===== src/hdl/efm_geom_pkg.sv =====
// Memory geometry, lane count, flag bit positions and extraction limits of the frame matcher
package efm_geom_pkg;

	// Pattern memory, one byte per lane in each entry
	localparam int NUM_LANES = 4;
	localparam int PAT_DEPTH = 64;
	localparam int PAT_AW = 6;
	localparam int PAT_W = 8 * NUM_LANES;

	// Bit positions inside a lane flag byte
	localparam int FLAG_DONT_CARE = 0;
	localparam int FLAG_MUST_LAST = 1;
	localparam int FLAG_REPLACE = 2;
	localparam int FLAG_RANDOM = 3;
	localparam int FLAG_EXTRACT = 4;
	localparam int FLAG_ADD = 5;
	localparam int FLAG_ADD_CARRY = 6;

	// Extracted field
	localparam int EXT_BYTES = 16;
	localparam int EXT_NUM_W = 5;
	localparam int EXT_DATA_W = 8 * EXT_BYTES;

	localparam logic [7:0] LFSR_SEED = 8'h0B;

endpackage


===== src/hdl/efm_op_pkg.sv =====
// Lane opcode and frame state types, imported by the lane engines and the frame control
package efm_op_pkg;

	// Operation a lane applies to the current byte
	// Addition wins over replacement when both flags are set
	typedef enum logic [2:0] {
		op_none,
		op_replace,
		op_replace_rand,
		op_add,
		op_add_rand,
		op_add_carry,
		op_add_carry_rand
	} lane_op_e;

	// Where the input stream is within a frame
	// fs_overrun: frame is longer than the pattern memory
	typedef enum logic [1:0] {
		fs_idle,
		fs_in_frame,
		fs_overrun
	} frame_state_e;

endpackage


===== src/hdl/byte_rewriter.sv =====
// Output stage of the matcher: LFSR, lane priority mux and registered m_axis stream
`timescale 1ns/10ps

module byte_rewriter
	import efm_geom_pkg::*;
(
	input  logic                 s_axis_clk,
	input  logic                 rst_n_cdc,
	input  logic                 s_axis_tvalid,
	input  logic [7:0]           byte_data,
	input  logic                 byte_user,
	input  logic                 byte_last,
	input  logic                 byte_valid,
	input  logic                 frame_end,
	input  logic [NUM_LANES-1:0] mod_req,
	input  logic [PAT_W-1:0]     mod_bytes,
	output logic [7:0]           lfsr_val,
	output logic [7:0]           m_axis_tdata,
	output logic [1:0]           m_axis_tuser,
	output logic                 m_axis_tlast,
	output logic                 m_axis_tvalid
);

	logic [7:0] out_byte;
	logic feedback;

	// Fibonacci taps 7 5 4 3, one step per input beat
	assign feedback = lfsr_val[7] ^ lfsr_val[5] ^ lfsr_val[4] ^ lfsr_val[3];

	always_ff @(posedge s_axis_clk) begin
		if (!rst_n_cdc) begin
			lfsr_val <= LFSR_SEED;
		end else if (s_axis_tvalid) begin
			lfsr_val <= {lfsr_val[6:0], feedback};
		end
	end

	// Lowest lane wins, so scan downwards
	always_comb begin
		out_byte = byte_data;
		for (int i = NUM_LANES - 1; i >= 0; i--) begin
			if (mod_req[i]) begin
				out_byte = mod_bytes[8*i +: 8];
			end
		end
	end

	always_ff @(posedge s_axis_clk) begin
		if (!rst_n_cdc) begin
			m_axis_tvalid <= 1'b0;
			m_axis_tlast <= 1'b0;
			m_axis_tuser <= 2'b00;
		end else begin
			m_axis_tvalid <= byte_valid;
			m_axis_tlast <= byte_last;
			m_axis_tuser[0] <= byte_user;
			// Modified flag holds until the frame is over
			m_axis_tuser[1] <= (m_axis_tuser[1] | (|mod_req)) & ~frame_end;
		end
	end

	always_ff @(posedge s_axis_clk) begin
		m_axis_tdata <= out_byte;
	end

endmodule


===== src/hdl/eth_frame_matcher.sv =====
// Top level of the Ethernet frame matcher: control, pattern memory, four lanes, extractor, rewriter
`timescale 1ns/10ps

module eth_frame_matcher
	import efm_geom_pkg::*;
(
	input  logic                  s_axis_clk,
	input  logic                  rst_n_cdc,
	input  logic [7:0]            s_axis_tdata,
	input  logic                  s_axis_tuser,
	input  logic                  s_axis_tlast,
	input  logic                  s_axis_tvalid,
	output logic [7:0]            m_axis_tdata,
	output logic [1:0]            m_axis_tuser,
	output logic                  m_axis_tlast,
	output logic                  m_axis_tvalid,
	input  logic                  cfg_we,
	input  logic [PAT_AW-1:0]     cfg_addr,
	input  logic [PAT_W-1:0]      cfg_data,
	input  logic [PAT_W-1:0]      cfg_flags,
	input  logic [NUM_LANES-1:0]  match_en,
	output logic [NUM_LANES-1:0]  match,
	output logic [1:0]            match_id,
	output logic [EXT_NUM_W-1:0]  match_ext_num,
	output logic [EXT_DATA_W-1:0] match_ext_data
);

	logic [PAT_AW-1:0] pattern_addr;
	logic [PAT_W-1:0] pat_data;
	logic [PAT_W-1:0] pat_flags;
	logic [7:0] byte_data;
	logic byte_user;
	logic byte_last;
	logic byte_valid;
	logic byte_active;
	logic frame_end;
	logic [NUM_LANES-1:0] lane_match;
	logic [NUM_LANES-1:0] mod_req;
	logic [PAT_W-1:0] mod_bytes;
	logic [NUM_LANES-1:0] extract_flags;
	logic [7:0] lfsr_val;
	logic [EXT_NUM_W-1:0] ext_num;
	logic [EXT_DATA_W-1:0] ext_data;

	frame_ctrl u_ctrl (
		.s_axis_clk     (s_axis_clk),
		.rst_n_cdc      (rst_n_cdc),
		.s_axis_tdata   (s_axis_tdata),
		.s_axis_tuser   (s_axis_tuser),
		.s_axis_tlast   (s_axis_tlast),
		.s_axis_tvalid  (s_axis_tvalid),
		.match_en       (match_en),
		.lane_match     (lane_match),
		.ext_num        (ext_num),
		.ext_data       (ext_data),
		.pattern_addr   (pattern_addr),
		.byte_data      (byte_data),
		.byte_user      (byte_user),
		.byte_last      (byte_last),
		.byte_valid     (byte_valid),
		.byte_active    (byte_active),
		.frame_end      (frame_end),
		.match          (match),
		.match_id       (match_id),
		.match_ext_num  (match_ext_num),
		.match_ext_data (match_ext_data)
	);

	pattern_ram u_ram (
		.s_axis_clk   (s_axis_clk),
		.cfg_we       (cfg_we),
		.cfg_addr     (cfg_addr),
		.cfg_data     (cfg_data),
		.cfg_flags    (cfg_flags),
		.pattern_addr (pattern_addr),
		.pat_data     (pat_data),
		.pat_flags    (pat_flags)
	);

	for (genvar i = 0; i < NUM_LANES; i++) begin : g_lane
		lane_engine u_lane (
			.s_axis_clk  (s_axis_clk),
			.rst_n_cdc   (rst_n_cdc),
			.byte_active (byte_active),
			.frame_end   (frame_end),
			.byte_data   (byte_data),
			.byte_last   (byte_last),
			.pat_byte    (pat_data[8*i +: 8]),
			.pat_flags   (pat_flags[8*i +: 8]),
			.lfsr_val    (lfsr_val),
			.lane_match  (lane_match[i]),
			.mod_req     (mod_req[i]),
			.mod_byte    (mod_bytes[8*i +: 8])
		);

		assign extract_flags[i] = pat_flags[8*i + FLAG_EXTRACT];
	end

	field_extractor u_ext (
		.s_axis_clk    (s_axis_clk),
		.rst_n_cdc     (rst_n_cdc),
		.byte_active   (byte_active),
		.frame_end     (frame_end),
		.byte_data     (byte_data),
		.extract_flags (extract_flags),
		.ext_num       (ext_num),
		.ext_data      (ext_data)
	);

	byte_rewriter u_rewr (
		.s_axis_clk    (s_axis_clk),
		.rst_n_cdc     (rst_n_cdc),
		.s_axis_tvalid (s_axis_tvalid),
		.byte_data     (byte_data),
		.byte_user     (byte_user),
		.byte_last     (byte_last),
		.byte_valid    (byte_valid),
		.frame_end     (frame_end),
		.mod_req       (mod_req),
		.mod_bytes     (mod_bytes),
		.lfsr_val      (lfsr_val),
		.m_axis_tdata  (m_axis_tdata),
		.m_axis_tuser  (m_axis_tuser),
		.m_axis_tlast  (m_axis_tlast),
		.m_axis_tvalid (m_axis_tvalid)
	);

endmodule


===== src/hdl/field_extractor.sv =====
// Field extractor: collects the flagged bytes of a frame into a 16-byte field with a count
`timescale 1ns/10ps

module field_extractor
	import efm_geom_pkg::*;
(
	input  logic                  s_axis_clk,
	input  logic                  rst_n_cdc,
	input  logic                  byte_active,
	input  logic                  frame_end,
	input  logic [7:0]            byte_data,
	input  logic [NUM_LANES-1:0]  extract_flags,
	output logic [EXT_NUM_W-1:0]  ext_num,
	output logic [EXT_DATA_W-1:0] ext_data
);

	logic take;
	logic full;

	// Any lane may ask for a byte, matching or not
	assign take = byte_active & (|extract_flags);
	assign full = (ext_num == EXT_NUM_W'(EXT_BYTES));

	always_ff @(posedge s_axis_clk) begin
		if (!rst_n_cdc || frame_end) begin
			ext_num <= '0;
			ext_data <= '0;
		end else if (take && !full) begin
			// Slot order follows byte order in the frame
			ext_data[8*ext_num[EXT_NUM_W-2:0] +: 8] <= byte_data;
			ext_num <= ext_num + 1'b1;
		end
	end

endmodule


===== src/hdl/frame_ctrl.sv =====
// Frame control of the matcher: input register, frame FSM, pattern address and match results
`timescale 1ns/10ps

module frame_ctrl
	import efm_geom_pkg::*;
	import efm_op_pkg::*;
(
	input  logic                  s_axis_clk,
	input  logic                  rst_n_cdc,
	input  logic [7:0]            s_axis_tdata,
	input  logic                  s_axis_tuser,
	input  logic                  s_axis_tlast,
	input  logic                  s_axis_tvalid,
	input  logic [NUM_LANES-1:0]  match_en,
	input  logic [NUM_LANES-1:0]  lane_match,
	input  logic [EXT_NUM_W-1:0]  ext_num,
	input  logic [EXT_DATA_W-1:0] ext_data,
	output logic [PAT_AW-1:0]     pattern_addr,
	output logic [7:0]            byte_data,
	output logic                  byte_user,
	output logic                  byte_last,
	output logic                  byte_valid,
	output logic                  byte_active,
	output logic                  frame_end,
	output logic [NUM_LANES-1:0]  match,
	output logic [1:0]            match_id,
	output logic [EXT_NUM_W-1:0]  match_ext_num,
	output logic [EXT_DATA_W-1:0] match_ext_data
);

	frame_state_e state;
	logic byte_ovr;
	logic [NUM_LANES-1:0] hit;

	assign hit = lane_match & match_en;

	// Beat count within the frame, used as pattern read address
	always_ff @(posedge s_axis_clk) begin
		if (!rst_n_cdc) begin
			pattern_addr <= '0;
		end else if (s_axis_tvalid) begin
			if (s_axis_tlast) begin
				pattern_addr <= '0;
			end else if (pattern_addr != PAT_AW'(PAT_DEPTH - 1)) begin
				pattern_addr <= pattern_addr + 1'b1;
			end
		end
	end

	always_ff @(posedge s_axis_clk) begin
		if (!rst_n_cdc) begin
			state <= fs_idle;
		end else if (s_axis_tvalid) begin
			if (s_axis_tlast) begin
				state <= fs_idle;
			end else if (pattern_addr == PAT_AW'(PAT_DEPTH - 1)) begin
				state <= fs_overrun;
			end else if (state == fs_idle) begin
				state <= fs_in_frame;
			end
		end
	end

	always_ff @(posedge s_axis_clk) begin
		if (!rst_n_cdc) begin
			byte_valid <= 1'b0;
			frame_end <= 1'b0;
		end else begin
			byte_valid <= s_axis_tvalid;
			frame_end <= byte_valid & byte_last;
		end
	end

	// Beat payload, with the frame state it was sampled in
	always_ff @(posedge s_axis_clk) begin
		byte_data <= s_axis_tdata;
		byte_user <= s_axis_tuser;
		byte_last <= s_axis_tlast;
		byte_ovr <= (state == fs_overrun);
	end

	// Bytes past the last pattern entry are left alone
	assign byte_active = byte_valid & ~byte_ovr;

	always_ff @(posedge s_axis_clk) begin
		if (!rst_n_cdc) begin
			match <= '0;
			match_id <= 2'd0;
			match_ext_num <= '0;
		end else if (frame_end && hit != '0) begin
			match <= hit;
			match_id <= match_id + 2'd1;
			match_ext_num <= ext_num;
		end
	end

	always_ff @(posedge s_axis_clk) begin
		if (frame_end && hit != '0) begin
			match_ext_data <= ext_data;
		end
	end

endmodule


===== src/hdl/lane_engine.sv =====
// One pattern lane: match tracking, opcode decode, byte replacement and carry-chained addition
`timescale 1ns/10ps

module lane_engine
	import efm_geom_pkg::*;
	import efm_op_pkg::*;
(
	input  logic       s_axis_clk,
	input  logic       rst_n_cdc,
	input  logic       byte_active,
	input  logic       frame_end,
	input  logic [7:0] byte_data,
	input  logic       byte_last,
	input  logic [7:0] pat_byte,
	input  logic [7:0] pat_flags,
	input  logic [7:0] lfsr_val,
	output logic       lane_match,
	output logic       mod_req,
	output logic [7:0] mod_byte
);

	lane_op_e op;
	logic [7:0] operand;
	logic [1:0] carry;
	logic [1:0] carry_in;
	logic [9:0] sum;
	logic is_add;

	always_ff @(posedge s_axis_clk) begin
		if (!rst_n_cdc || frame_end) begin
			lane_match <= 1'b1;
		end else if (byte_active) begin
			if (byte_data != pat_byte && !pat_flags[FLAG_DONT_CARE]) begin
				lane_match <= 1'b0;
			end
			if (pat_flags[FLAG_MUST_LAST] && !byte_last) begin
				lane_match <= 1'b0;
			end
		end
	end

	// Only a lane that still matches may touch the byte
	always_comb begin
		op = op_none;
		if (byte_active && lane_match) begin
			if (pat_flags[FLAG_ADD]) begin
				op = pat_flags[FLAG_RANDOM] ? op_add_rand : op_add;
			end else if (pat_flags[FLAG_ADD_CARRY]) begin
				op = pat_flags[FLAG_RANDOM] ? op_add_carry_rand : op_add_carry;
			end else if (pat_flags[FLAG_RANDOM]) begin
				op = op_replace_rand;
			end else if (pat_flags[FLAG_REPLACE]) begin
				op = op_replace;
			end
		end
	end

	assign operand = (op inside {op_replace_rand, op_add_rand, op_add_carry_rand}) ?
		lfsr_val : pat_byte;
	assign is_add = op inside {op_add, op_add_rand, op_add_carry, op_add_carry_rand};
	assign carry_in = (op inside {op_add_carry, op_add_carry_rand}) ? carry : 2'b00;
	assign sum = {2'b00, byte_data} + {2'b00, operand} + {8'h00, carry_in};

	assign mod_req = (op != op_none);
	assign mod_byte = is_add ? sum[7:0] : operand;

	// Carry out of the last addition in this frame
	always_ff @(posedge s_axis_clk) begin
		if (!rst_n_cdc || frame_end) begin
			carry <= 2'b00;
		end else if (is_add) begin
			carry <= sum[9:8];
		end
	end

endmodule


===== src/hdl/pattern_ram.sv =====
// Pattern memory of the matcher: byte and flag per lane per position, one-cycle registered read
`timescale 1ns/10ps

module pattern_ram
	import efm_geom_pkg::*;
(
	input  logic              s_axis_clk,
	input  logic              cfg_we,
	input  logic [PAT_AW-1:0] cfg_addr,
	input  logic [PAT_W-1:0]  cfg_data,
	input  logic [PAT_W-1:0]  cfg_flags,
	input  logic [PAT_AW-1:0] pattern_addr,
	output logic [PAT_W-1:0]  pat_data,
	output logic [PAT_W-1:0]  pat_flags
);

	// Flags in the upper half, pattern bytes in the lower half
	// Lane n sits at bits 8n+7:8n of each half
	logic [2*PAT_W-1:0] mem [PAT_DEPTH];

	always_ff @(posedge s_axis_clk) begin
		if (cfg_we) begin
			mem[cfg_addr] <= {cfg_flags, cfg_data};
		end
	end

	// Read lines up with the registered beat in frame_ctrl
	always_ff @(posedge s_axis_clk) begin
		{pat_flags, pat_data} <= mem[pattern_addr];
	end

endmodule


===== config.mk =====
export PLATFORM = sky130hd
export DESIGN_NAME = eth_frame_matcher
export DESIGN_NICKNAME = d
export VERILOG_FILES = /design/src/hdl/efm_geom_pkg.sv /design/src/hdl/efm_op_pkg.sv /design/src/hdl/byte_rewriter.sv /design/src/hdl/eth_frame_matcher.sv /design/src/hdl/field_extractor.sv /design/src/hdl/frame_ctrl.sv /design/src/hdl/lane_engine.sv /design/src/hdl/pattern_ram.sv
export SDC_FILE = /design/constraint.sdc
export NUM_CORES = 2
export LEC_CHECK = 0
export BUFFER_PORTS_ARGS = -buffer_cell sky130_fd_sc_hd__buf_2
export CORE_MARGIN = 2
export CORE_UTILIZATION = 45
export CTS_BUF_LIST = sky130_fd_sc_hd__clkbuf_16
export DETAILED_ROUTE_END_ITERATION = 12
export GPL_TIMING_DRIVEN = 0
export PLACE_DENSITY = 0.62
export SLEW_MARGIN = 30
export SYNTH_ARGS = -nofsm -noshare
export SYNTH_HDL_FRONTEND = slang
export SYNTH_SLANG_ARGS = --single-unit

===== constraint.sdc =====
create_clock -name s_axis_clk -period 14.6 [get_ports s_axis_clk]
set_input_delay 4.38 -clock s_axis_clk [delete_from_list [all_inputs] [get_ports s_axis_clk]]
set_output_delay 4.38 -clock s_axis_clk [all_outputs]
set_load 0.02 [all_outputs]

### Yosys cells after proc, flatten, opt, wreduce, memory -nomap -nowiden

Memory sizes are Yosys's and may differ from the RTL's. A register that Yosys moved wholly into a read port is not among the register bits.
Cells that the tools add are included.

| storage, ports and cells | value |
|---|---|
| register bits after elaboration | 325 |
| bits in writable memories | 4096 |
| input port bits | 88 |
| output and inout port bits | 151 |
| word-level logic and storage cells | 195 |
| memories kept | 1 |

Memory list:

| memory | depth | width | rd ports | clocked after Yosys merged registers in | wr ports | line | text |
|---|---|---|---|---|---|---|---|
| u_ram.mem | 64 | 64 | 1 | 1 | 1 | pattern_ram.sv:19 | `logic [2*PAT_W-1:0] mem [PAT_DEPTH];` |

| cells by class | value |
|---|---|
| add/subtract/negate cells | 12 |
| equal/unequal tests | 28 |
| shift operators | 2 |
| mux-type cells | 60 |
| bitwise operators | 11 |
| reductions and logical operators | 54 |

Operators with widths:

| kind | count |
|---|---|
| $bwmux W128 | 1 |
| $shift A8 B34 Y128 const A | 1 |
| $shiftx A8 B34 Y128 | 1 |
| $mux W8 | 12 |
| $mux W3 | 16 |
| $add A10 B2 Y10 | 4 |
| $add A8 B8 Y9 | 4 |
| $eq A3 B3 Y1 const B | 12 |
| $neg A7 Y34 | 1 |
| $ne A8 B8 Y1 | 4 |
| $mux W2 | 15 |
| $reduce_bool A3 Y1 | 9 |
| $eq A3 B2 Y1 const B | 8 |
| $reduce_bool A4 Y1 | 5 |
| $reduce_bool A2 Y1 | 9 |
| $logic_and A1 B1 Y1 | 14 |
| $mux W1 | 14 |
| $mux W6 | 2 |
| $reduce_and A2 Y1 | 6 |
| $reduce_or A4 Y1 | 2 |
| $logic_not A1 Y1 | 7 |
| $add A6 B1 Y6 const B | 1 |
| $eq A6 B6 Y1 const B | 1 |
| $ne A6 B6 Y1 const B | 1 |
| 11 further kinds | 17 |

### Depth between registers and ports, before layout

| logic depth | value |
|---|---|
| depth after elaboration | 15 |
| depth in mapped cells | 16 |
| mapped depth without buffers | 15 |

### Hierarchy

Synthesis repeated with hierarchy kept, for this count alone.

| second synthesis, totals | value |
|---|---|
| cells, all modules | 7908 |
| area total of the unflattened synthesis | 170989.0 um^2 |

By module, submodules not included:

| module | instances | cells each | area an instance (um^2) | sequential area each (um^2) |
|---|---|---|---|---|
| pattern_ram | 1 | 6598 | 156348.7 | 124279.2 |
| field_extractor | 1 | 573 | 5256.3 | 2662.6 |
| frame_ctrl | 1 | 245 | 4986.0 | 4484.3 |
| lane_engine | 4 | 98 | 860.8 | 60.1 |
| byte_rewriter | 1 | 100 | 954.7 | 400.4 |

### Worst setup path before layout

No wires, ideal clock.

| timing path | value |
|---|---|
| path kind | input-to-reg |
| from | input cfg_addr[3] |
| to | memory u_ram.mem[32][0] (netlist name) (enable) |
| library setup time | 0.552 ns |
| arrival time | 9.158 ns |
| required time | 14.048 ns |
| setup slack | 4.891 ns |
| stages | 4 |
| path buffers | 1 |
| path through | clkbuf_1 -> nand3b_1 -> or3_1 -> nor3_1 |

RTL lines:

| item | line | text |
|---|---|---|
| start, declared | eth_frame_matcher.sv:18 | `input logic [PAT_AW-1:0] cfg_addr,` |
| end, declared | pattern_ram.sv:19 |  |

Straight into the memory's write port.

### Worst setup path after layout

| timing path | value |
|---|---|
| from | input cfg_addr[3] |
| to | memory u_ram.mem[49][11] (netlist name) (enable) |

Straight into the memory's write port.

==> out/qor_table.md <==
| Group | Quantity | This run |
|:---|:---|:---|
| outcome | Status | finished, final reports clean |
| critical path | Worst setup EP type | flop |
| yosys | Sequential element share of the synthesized area | 0.7719 |
| yosys | Number of flops mapped to enable cells by yosys | 3,968 |
| yosys | Seq cells post-synth | 4,225 |
| critical path | RR Startpoint | u_ctrl.byte_valid |
| route | Drt via density | 6.059 |
| finish | Most frequent standard cell in the layout excluding fill and tap cells | edfxtp_1 |
| critical path | Termination of the worst setup path | u_ram.mem[49][11] |
| yosys | Dominant synthesized flop cell | edfxtp_1 |
| sta | Crit path time final | 6960 ps |
| die | Site Rows | 219 |
| clock tree | Clock insertion delay at the later pin of the skew report | 980 ps |
| flow run | Max-cap violations | 0 |
| critical path | Buffers plus inverters on the worst setup path | 10 |
| route | First DRT Iteration DRCs | 10,690 |
| yosys | Dominant combinational cell family by area after synthesis | multiplexers |
| route | Detailed-route wire length | 446.5 mm |
| critical path | Logic depth of the worst register-to-register path | 15 |
| yosys | Synth Area in Compound Gates | 0.009743 |
| route | Remaining antenna violation count | 0 |
| sta | Number of failing setup endpoints in the final timing report | 0 |
| placed design | Number of I/O port buffers | 230 |
| die | Area inside the core boundary | 355,900 sq um |
| yosys | Portion of netlist area occupied by mux cells | 0.1810 |
| die | Starting utilization of the core area | 0.4524 |
| sta | Worst-Margin Slew | 1086 ps |
| clock tree | Number of clock sinks seen by CTS | 4,225 |
| sta | Max Fclk | 143.7 MHz |
| pwr | Lkg Pwr | 59.52 nW |
| yosys | Total standard cell area after synthesis | 161,000 sq um |
| yosys | Fraction of the mapped netlist area in simple logic gates | 0.01791 |
| critical path | Data arrival at the endpoint of the critical path | 7610 ps |
| yosys | Average instance area after synthesis | 22.98 sq um |
| finish | Filler cell count in the final layout | 26,490 |
| finish | Post-layout utilization of the core | 0.5352 |
| clock tree | CTS tree | done |
| placed design | Routability congestion estimate | 0.8778 |
| sta | Final worst hold slack | 411.1 ps |
| clock tree | Buffer levels on the longest clock path | 4 |
| critical path | Crit path largest cell delay | 690 ps |
| sta | Setup repair after global routing missed its margin | false |
| grt | Pin count of the biggest net entering global routing | 103 |
| sta | Count of endpoints failing hold in the final timing report | 0 |
| sta | Slew Limit Headroom | 0.2763 |
| critical path | Number of cells on the critical path | 13 |
| finish | Commonest cells after routing, fill and taps aside | 3,968 x edfxtp_1, 1,260 x mux4_2, 434 x clkbuf_16, 293 x buf_2, 258 x nor2_1 |
| clock tree | Resized cells post-CTS | 0 |
| grt | Via count of the first global-routing pass | 79,420 |
| sta | Sum Neg Setup Slack | 0 ps |
| die | Die Outline Area | 362,700 sq um |
| grt | Overall Global Routing Usage | 0.2451 |
| critical path | Critical path's slowest cell | nor3_2 |
| critical path | Kind of cell with the highest combined delay on the critical path | buffers and inverters |
| pwr | Tot Pwr | 25.23 mW |
| grt | Remaining Overflow, GRT | 0 |
| finish | Area growth from synthesis to layout | 18.31% |
| clock tree | Clk slew on worst S/H paths | 60 ps |
| pwr | Power density cells | 132.5 nW/um^2 |
| route | Via Count | 79,590 |
| critical path | Worst setup path category | primary input to flop |
| yosys | Ys async rst share | 0 |
| sta | Period utilization | 0.4767 |
| critical path | Crit path required time | 15,250 ps |
| yosys | Net Count, Synth | 7,148 |
| route | Drt pass-1 iters | 8 |
| worst hold path | Hold WC Path Type | flop to flop |
| critical path | Startpoint type of the worst setup path | primary input |
| critical path | End of the worst register-to-register path | u_rewr.m_axis_tdata[7] |
| die | Die Wd | 602.2 um |
| route | Number of DRC violations after detailed routing | 0 |
| yosys | Number of different library cells in the post-synthesis netlist | 58 |
| finish | Post-layout net count | 8,134 |
| clock tree | Hold bufs inserted after CTS | 0 |
| critical path | Cell repeated most along the worst path | buf_4 |
| grt | First-pass GRT wire length | 618.9 mm |
| die | Height of the chip | 602.2 um |
| clock tree | H-tree depth | 5 |
| critical path | Critical Path Start | cfg_addr[3] |
| placed design | Post-Place Cells | 12,310 |
| finish | Share of final-layout standard cells stronger than drive strength 1 | 0.3253 |
| critical path | Highest net fanout along the worst path | 8 |
| critical path | Reg2reg setup slack | 9520 ps |
| die | Ports | 239 |
| placed design | HPWL after detailed placement | 309.4 mm |
| sta | Final count of pins violating max slew | 0 |
| clock tree | CTS Buf Count | 430 |
| critical path | Critical Path, Cell by Cell | clkbuf_1, nand3b_1, inv_1, nand3_1, nor3_2, buf_6, buf_6, buf_4, buf_4, buf_4, buf_4, buf_4, buf_4 |
| clock tree | Clock root buffer | clkbuf_16 |
| sta | Final clock skew | 61.17 ps |
| yosys | Cell count after synthesis | 7,007 |
| yosys | Post-synthesis adder-cell area fraction | 0.004491 |
| route | Routed wire length per instance | 33.99 um |
| yosys | Area share of xor/xnor cells in the synthesized design | 0.004623 |
| grt | Initial antenna violation count | 44 |
| finish | Final cell count without fillers | 13,140 |
| yosys | Warnings from Yosys | 0 |
| pwr | Highest ir drop seen on vdd | 0.1135 mV |
| clock tree | Number of setup buffers added after CTS | 0 |
==> stage by stage <==
step | worst slack [ps] | cell area, sq um
5_1_grt | 7631 | 190500
2_1_floorplan | 4891 | 161000
6_report | 7640 | 190500
3_3_place_gp | -1248 | 168100
4_1_cts | 7803 | 190300
3_5_place_dp | 6792 | 176400
==> final cells by class <==
type | count | area [sq um] | share of cell area
Tap cell | 4751 | 5944 | 0.03120
Antenna cell | 23 | 57.56 | 0.0003021
Sequential cell | 4225 | 124300 | 0.6524
Clock buffer | 434 | 10860 | 0.05700
Timing Repair Buffer | 554 | 8977 | 0.04712
Buffer | 351 | 1635 | 0.008584
Clock inverter | 367 | 3048 | 0.01600
Inverter | 36 | 142.6 | 0.0007487
Multi-Input combinational cell | 2395 | 35550 | 0.1866
==> worst reg2reg max path: cells and delay by family (launching register included) <==
kind	cells	cell delay [ps]
flops	1	490
xor+xnor	1	280
simple gates	5	1490
buf+inv	2	350
mux	1	410
fa+ha+maj	2	670
compound gates	4	1260
==> where the power goes <==
group / internal [mW] / switching (mW)
Sequential: 13.3 / 0.0492
Clock: 6.18 / 4.64
Combinational: 0.385 / 0.652
Total: 19.9 / 5.34
==> per-layer routing <==
metal / part of all wire / wire, um / vias up / GRT usage
met5: 0.00031 / 138 / - / 0
met4: 0.041 / 18350 / 22 / 0.08703
met3: 0.099 / 44410 / 836 / 0.05507
met2: 0.47 / 210700 / 4301 / 0.3895
met1: 0.39 / 172900 / 42700 / 0.3352
li1: - / - / 31730 / -
==> worst min-delay path by stage <==
| stage | from | depth (start not counted) | slack (ps) | to |
|---|---|---|---|---|
| CTS | u_ctrl.state[0] | 1 | 420 | u_ctrl.byte_ovr |
| detailed placement | u_ext.ext_data[7] | 0 | 420 | u_ctrl.match_ext_data[7] |
| floorplan | u_ctrl.state[0] | 1 | 390 | u_ctrl.byte_ovr |
| global route | u_ctrl.state[0] | 1 | 430 | u_ctrl.byte_ovr |
| finish | u_ctrl.state[0] | 1 | 410 | u_ctrl.byte_ovr |
| global placement | u_ctrl.state[0] | 1 | 410 | u_ctrl.byte_ovr |
==> cell usage after synthesis, types with 11 or more instances <==
cell type	count	area, sq um
nor2b_1	25	156.4
nand2_1	144	540.5
buf_2	102	510.5
nand3_1	60	300.3
buf_1	55	206.5
and3_1	18	112.6
nor4_1	11	68.82
o21a_1	11	82.58
dfxtp_1	257	5145
o21ai_0	35	175.2
mux4_2	1260	28380
inv_1	36	135.1
xnor2_1	26	227.7
nor3_1	12	60.06
and2_1	18	112.6
clkbuf_1	180	675.7
edfxtp_1	3968	119200
mux2_2	30	337.8
nand2b_1	12	75.07
mux2i_1	44	440.4
a21oi_1	152	760.7
ha_1	45	563.0
nor2_1	318	1194
xor2_1	59	516.8
==> cells by family (layout without fill, tap and decap cells) <==
kind of cell / count (synthesis) / in the layout
simple gates: 656 / 656
mux: 1334 / 1334
other cells: 0 / 23
flops: 4225 / 4225
buf+inv: 387 / 1742
compound gates: 267 / 267
fa+ha+maj: 53 / 53
xor+xnor: 85 / 85
==> state kept, by name, indices dropped and copies added, names as in the netlist, 2 cells and up <==
signal	cells
g_lane.u_lane.carry	8
g_lane.u_lane.lane_match	4
u_ctrl.byte_data	8
u_ctrl.match	4
u_ctrl.match_ext_data	128
u_ctrl.match_ext_num	5
u_ctrl.match_id	2
u_ctrl.pattern_addr	6
u_ctrl.state	2
u_ext.ext_data	128
u_ext.ext_num	5
u_ram.mem	3840
u_ram.pat_data	32
u_ram.pat_flags	28
u_rewr.lfsr_val	8
u_rewr.m_axis_tdata	8
u_rewr.m_axis_tuser	2
Note: power is estimated with default switching activity, not from simulation.
